**src/verilog/soc_consts.svh**
```systemverilog
/*
 * SoC constants
 * Widths, memory depths, UART mailbox location and bit timing
 */
`ifndef SOC_CONSTS_SVH
`define SOC_CONSTS_SVH

// Data word width
`define XLEN 32

// Instruction memory word address width
`define IMEM_AW 8

// Data memory word address width
`define DMEM_AW 6

// Word address of the UART mailbox
`define TX_MAILBOX_ADDR 63

// Mailbox bit that requests a send
`define TX_VALID_BIT 8

// Clock cycles per UART bit
`define BAUD_DIV 4

`endif
```
**src/verilog/rv_pkg.sv**
```systemverilog
/*
 * Core and controller types
 * Opcodes, UART FSM states and the decoded instruction record
 */
`include "soc_consts.svh"

package rv_pkg;

	// Supported operations
	// Anything not decoded runs as NOP
	typedef enum logic [3:0] {
		NOP,
		ADDI,
		ADD,
		SUB,
		XOR,
		OR,
		AND,
		LW,
		SW
	} op_e;

	// UART transmit FSM
	typedef enum logic [1:0] {
		IDLE,
		START,
		DATA,
		STOP
	} uart_state_e;

	// Decoded instruction fields
	typedef struct packed {
		op_e               op;
		logic [4:0]        rd;
		logic [4:0]        rs1;
		logic [4:0]        rs2;
		// Sign extended I or S immediate
		logic [`XLEN-1:0]  imm;
	} dec_t;

endpackage

```
**src/verilog/pipe_if.sv**
```systemverilog
/*
 * Pipeline and memory port bundles
 * Fetch to execute, execute to writeback and data memory ports
 */
`timescale 1ns/100ps
`include "soc_consts.svh"


// One port of the data memory
// Read data comes back one cycle after addr
interface dmem_port_if;
	logic [`DMEM_AW-1:0]  addr;
	logic [`XLEN-1:0]     wdata;
	logic                 we;
	logic [`XLEN-1:0]     rdata;

	modport master (output addr, output wdata, output we, input rdata);
	modport slave  (input addr, input wdata, input we, output rdata);
endinterface

```
**src/verilog/uart_dump.sv**
```systemverilog
/*
 * UART dump controller
 * Polls the mailbox word, sends its byte and raises an interrupt when done
 */
`timescale 1ns/100ps
`include "soc_consts.svh"

module uart_dump (
	input  logic         CLK_BUF,
	input  logic         arst_n_i,
	dmem_port_if.master  mem_if,
	output logic         uart_tx_o,
	output logic         int_o
);

	localparam int BAUD_W = $clog2(`BAUD_DIV + 1);

	rv_pkg::uart_state_e  state;
	logic [BAUD_W-1:0]    baud_cnt;
	logic                 baud_last;
	logic [2:0]           bit_cnt;
	logic [7:0]           shreg;
	logic                 req;

	// Mailbox polled every cycle
	assign mem_if.addr  = `DMEM_AW'(`TX_MAILBOX_ADDR);
	assign mem_if.wdata = '0;

	// Valid bit seen while idle
	assign req = (state == rv_pkg::IDLE) && mem_if.rdata[`TX_VALID_BIT];

	// Clearing the mailbox accepts the request
	assign mem_if.we = req;

	// Last cycle of a bit period
	assign baud_last = (baud_cnt == BAUD_W'(`BAUD_DIV - 1));

	always_ff @(posedge CLK_BUF or negedge arst_n_i) begin
		if (!arst_n_i) begin
			state    <= rv_pkg::IDLE;
			baud_cnt <= '0;
			bit_cnt  <= '0;
			int_o    <= 1'b0;
		end else begin
			int_o <= 1'b0;
			// Bit timer runs outside IDLE only
			if ((state == rv_pkg::IDLE) || baud_last) begin
				baud_cnt <= '0;
			end else begin
				baud_cnt <= baud_cnt + 1'b1;
			end
			case (state)
				rv_pkg::IDLE: begin
					if (req) state <= rv_pkg::START;
				end
				rv_pkg::START: begin
					if (baud_last) begin
						state   <= rv_pkg::DATA;
						bit_cnt <= '0;
					end
				end
				rv_pkg::DATA: begin
					if (baud_last) begin
						bit_cnt <= bit_cnt + 1'b1;
						// Eighth bit done
						if (bit_cnt == 3'd7) state <= rv_pkg::STOP;
					end
				end
				rv_pkg::STOP: begin
					if (baud_last) begin
						state <= rv_pkg::IDLE;
						// One-cycle completion pulse
						int_o <= 1'b1;
					end
				end
				default: state <= rv_pkg::IDLE;
			endcase
		end
	end

	// Byte buffer, LSB goes out first
	always_ff @(posedge CLK_BUF) begin
		if (req) begin
			shreg <= mem_if.rdata[7:0];
		end else if ((state == rv_pkg::DATA) && baud_last) begin
			shreg <= shreg >> 1;
		end
	end

	// Line level per state, idle high
	always_comb begin
		case (state)
			rv_pkg::START: uart_tx_o = 1'b0;
			rv_pkg::DATA:  uart_tx_o = shreg[0];
			default:       uart_tx_o = 1'b1;
		endcase
	end

endmodule

```
**src/flat_wrapper.sv**
```systemverilog
// flat-port wrapper written by rule: the top's interface ports become plain ports
module uart_dump_flat 
  (CLK_BUF, arst_n_i, uart_tx_o, int_o, mem_if_addr, mem_if_wdata, mem_if_we, mem_if_rdata);
  dmem_port_if mem_if_i ();
  input  logic CLK_BUF;
  input  logic arst_n_i;
  output logic uart_tx_o;
  output logic int_o;
  output wire logic [$bits(mem_if_i.addr)-1:0] mem_if_addr;
  output wire logic [$bits(mem_if_i.wdata)-1:0] mem_if_wdata;
  output wire logic [$bits(mem_if_i.we)-1:0] mem_if_we;
  input wire logic [$bits(mem_if_i.rdata)-1:0] mem_if_rdata;
  assign mem_if_addr = mem_if_i.addr;
  assign mem_if_wdata = mem_if_i.wdata;
  assign mem_if_we = mem_if_i.we;
  assign mem_if_i.rdata = mem_if_rdata;
  uart_dump u_core (.CLK_BUF(CLK_BUF), .arst_n_i(arst_n_i), .mem_if(mem_if_i), .uart_tx_o(uart_tx_o), .int_o(int_o));
endmodule
```
**config.mk**
```make
export PLATFORM = sky130hd
export DESIGN_NAME = uart_dump_flat
export DESIGN_NICKNAME = d
export VERILOG_FILES = /design/src/verilog/rv_pkg.sv /design/src/verilog/pipe_if.sv /design/src/verilog/uart_dump.sv /design/src/flat_wrapper.sv
export VERILOG_INCLUDE_DIRS = /design/src /design/src/verilog
export SDC_FILE = /design/constraint.sdc
export NUM_CORES = 1
export LEC_CHECK = 0
export BUFFER_PORTS_ARGS = -buffer_cell sky130_fd_sc_hd__buf_2
export CELL_PAD_IN_SITES_DETAIL_PLACEMENT = 1
export CELL_PAD_IN_SITES_GLOBAL_PLACEMENT = 2
export CORE_MARGIN = 2
export CORE_UTILIZATION = 21
export DETAILED_ROUTE_END_ITERATION = 8
export HOLD_SLACK_MARGIN = 0.12
export PLACE_DENSITY_LB_ADDON = 0.1
export SLEW_MARGIN = 20
export SYNTH_ARGS = -nofsm -noshare
export SYNTH_HDL_FRONTEND = slang
export SYNTH_SLANG_ARGS = --single-unit
```
**constraint.sdc**
```tcl
create_clock -name CLK_BUF -period 1.52 [get_ports CLK_BUF]
set_input_delay 0.076 -clock CLK_BUF [delete_from_list [all_inputs] [get_ports CLK_BUF]]
set_output_delay 0.076 -clock CLK_BUF [all_outputs]
set_load 0.1 [all_outputs]
```
==> out/results.tsv <==
metric	value	unit
status	finished, violations left	
violations	setup timing	
p_leak	0.716	nW
worstPathCellList	buf_6, ha_4, buf_4, a21o_4, buf_12	
drtPass1Iterations	2	
rows	27	
synth_area_leaders	buf_4, edfxtp_1, dfrtp_1, ha_1, mux2_2	
crit_path_end_kind	primary output	
drtIter0Drc	9	
ys_seq_area_frac	0.389	
synth_cells	110	
cts.clk_slew.worst_paths	60	ps
synth-main-ff-cell	dfrtp_1	
cts_tree	done	
remaining_drc_errors	0	
worstPathArrival	1450	ps
setup_viol	1	
synth_cell_types	27	
grt_max_degree	10	
diodes	0	
cp-endpoint	uart_tx_o	
initial_core_util	0.217	
async_flop_share	0.529	
cts_root_buf	clkbuf_8	
n_fill_cell	628	
syn_area	1200	µm²
port_buffers	13	
postLayoutCellArea	1530	µm²
finalHoldViolations	0	
netlist.area_leader.share	0.238	
rr_startpoint	u_core.bit_cnt[0]$_DFFE_PN0P_	
fmax	656	MHz
place.gp.congestion	0.699	
utilization	0.277	
cts_buffers	3	
required	1440	ps
cp-startpoint	u_core.state[1]$_DFFE_PN0P_	
syn2layout_area_growth	27.6	%
hold_path.class	primary input to register	
grt_pass1_wl	3550	µm
ios	75	
clock_latency	250	ps
overflow	0	
via_count	731	
grt_antenna_before_repair	0	
path_class	register to primary output	
dp_hpwl	1720	µm
cpMaxStageDelayCell	dfrtp_1	
rrSetupSlack	20	ps
nets	187	
die_y	79.5	µm
crit_path_start_kind	register	
power_density	2190	nW/µm²
rsz0062_at_grt	true	
rr_endpoint	u_core.state[1]$_DFFE_PN0P_	
reg2reg_depth	5	
synth.most_common_cell	buf_4	
fin_crit_sh	1.00	
avgRoutedWirePerCell	10.1	µm
htreeDepth	1	
drive_above_1_share	0.427	
layout_setup_ws	-3.81	ps
synth-edff-count	8	
core	5510	µm²
peakVddDrop	0.958	mV
ys_warn_count	0	
syn_area_per_cell	10.9	µm²
max_stage_delay	400	ps
ctsLongestPathBuffers	2	
maxSlewViolCount	0	
synth-seq-cells	17	
die_x	79.5	µm
placed_area	1340	µm²
yosysTopAreaCell	buf_4	
final_antenna_net_count	0	
synth_common_cells	buf_4, dfrtp_1, ha_1	
dieArea	6320	µm²
min_period	1520	ps
cp_max_fo	5	
grt_use_total	0.0733	
fin_hold_ws	130	ps
drv_cap	0	
drt_wl_total	2170	µm
via_per_inst	3.40	
clock_skew	4.68	ps
cts_sinks	17	
grt_pass1_vias	754	
## cells in the final DEF, fill, tap and decap left out, drive strengths merged, types with 3 or more instances in the layout
cell	instances
clkbuf	4
edfxtp	8
mux2	8
a22o	3
nand2b	4
ha	9
conb	38
dfrtp	9
inv	6
nand2	6
buf	31
## area by class of cell
cell class              instances  area, µm²  share of cell area
well taps                      72       90.1              0.0590
flip-flops and latches         17        465               0.305
inverters                       7       30.0              0.0197
multi-input cells              82        631               0.413
clock buffers                   4       45.0              0.0295
repair buffers                 33        267               0.174
## power breakdown
part	total, mW	internal (mW)	switching (mW)	leakage [nW]
clock network	0.338	0.186	0.152	0.0228
logic	2.30	0.972	1.33	0.502
registers	0.714	0.654	0.0592	0.191
## worst min path at each step
stage / from / end / slack [ps] / depth (start not counted)
CTS: mem_if_rdata[5] / u_core.shreg[5]$_DFFE_PP_ / 120 / 2
floorplan: arst_n_i / u_core.baud_cnt[0]$_DFF_PN0_ / -220 / 0
finish: mem_if_rdata[5] / u_core.shreg[5]$_DFFE_PP_ / 130 / 2
global placement: arst_n_i / u_core.bit_cnt[0]$_DFFE_PN0P_ / -50 / 1
global route: mem_if_rdata[5] / u_core.shreg[5]$_DFFE_PP_ / 130 / 2
detailed placement: arst_n_i / u_core.bit_cnt[0]$_DFFE_PN0P_ / -50 / 1
## per-stage QoR
step / std cells / power [mW] / setup TNS, ps / setup slack (ps)
final: 215 / 3.35 / -3.81 / -3.81
after global routing: 215 / 3.59 / -176 / -83.9
after CTS: 214 / 3.24 / -41.6 / -41.6
after detailed placement: 205 / 2.63 / -219 / -52.5
after global placement: 205 / 2.61 / -80.2 / -38.3
after floorplan: 146 / 2.13 / 0 / 3.77
## worst max-delay path, delay by kind of cell, from the launching register on
family | cells | cell delay [ps]
compound gates | 1 | 200
fa+ha+maj | 1 | 170
buf+inv | 3 | 420
flops | 1 | 400
## registers in the layout (all words and copies together), names as in the netlist
register         count
u_core.shreg         8
u_core.baud_cnt      3
u_core.bit_cnt       3
u_core.state         2
u_core.int_o         1
## layer usage
layer	track usage	part of all wire
met1	0.0828	0.40
met2	0.129	0.53
met3	0.0271	0.067
met4	0.0207	0.0065
met5	0	0
## logic make-up (layout without fill, tap and decap cells)
family | count (synthesis) | count (layout) | share of synthesized area
flip-flops | 17 | 17 | 0.389
other | 2 | 38 | 0.00627
multiplexers | 9 | 9 | 0.0867
AO/OA/AOI/OAI | 8 | 8 | 0.0648
buffers and inverters | 47 | 44 | 0.276
AND/OR/NAND/NOR | 18 | 18 | 0.0836
adder cells (fa/ha/maj) | 9 | 9 | 0.0940
## repair_timing
item | CTS | global route
resized for setup | 11 | 9
hold buffers | 2 | 0
pin swaps | 3 | 2
endpoints found under the setup margin | 19 | 15
buffers inserted | 3 | 1
hold endpoints to repair | 10 | 0
No activity file was read; power rests on OpenSTA's default activity.
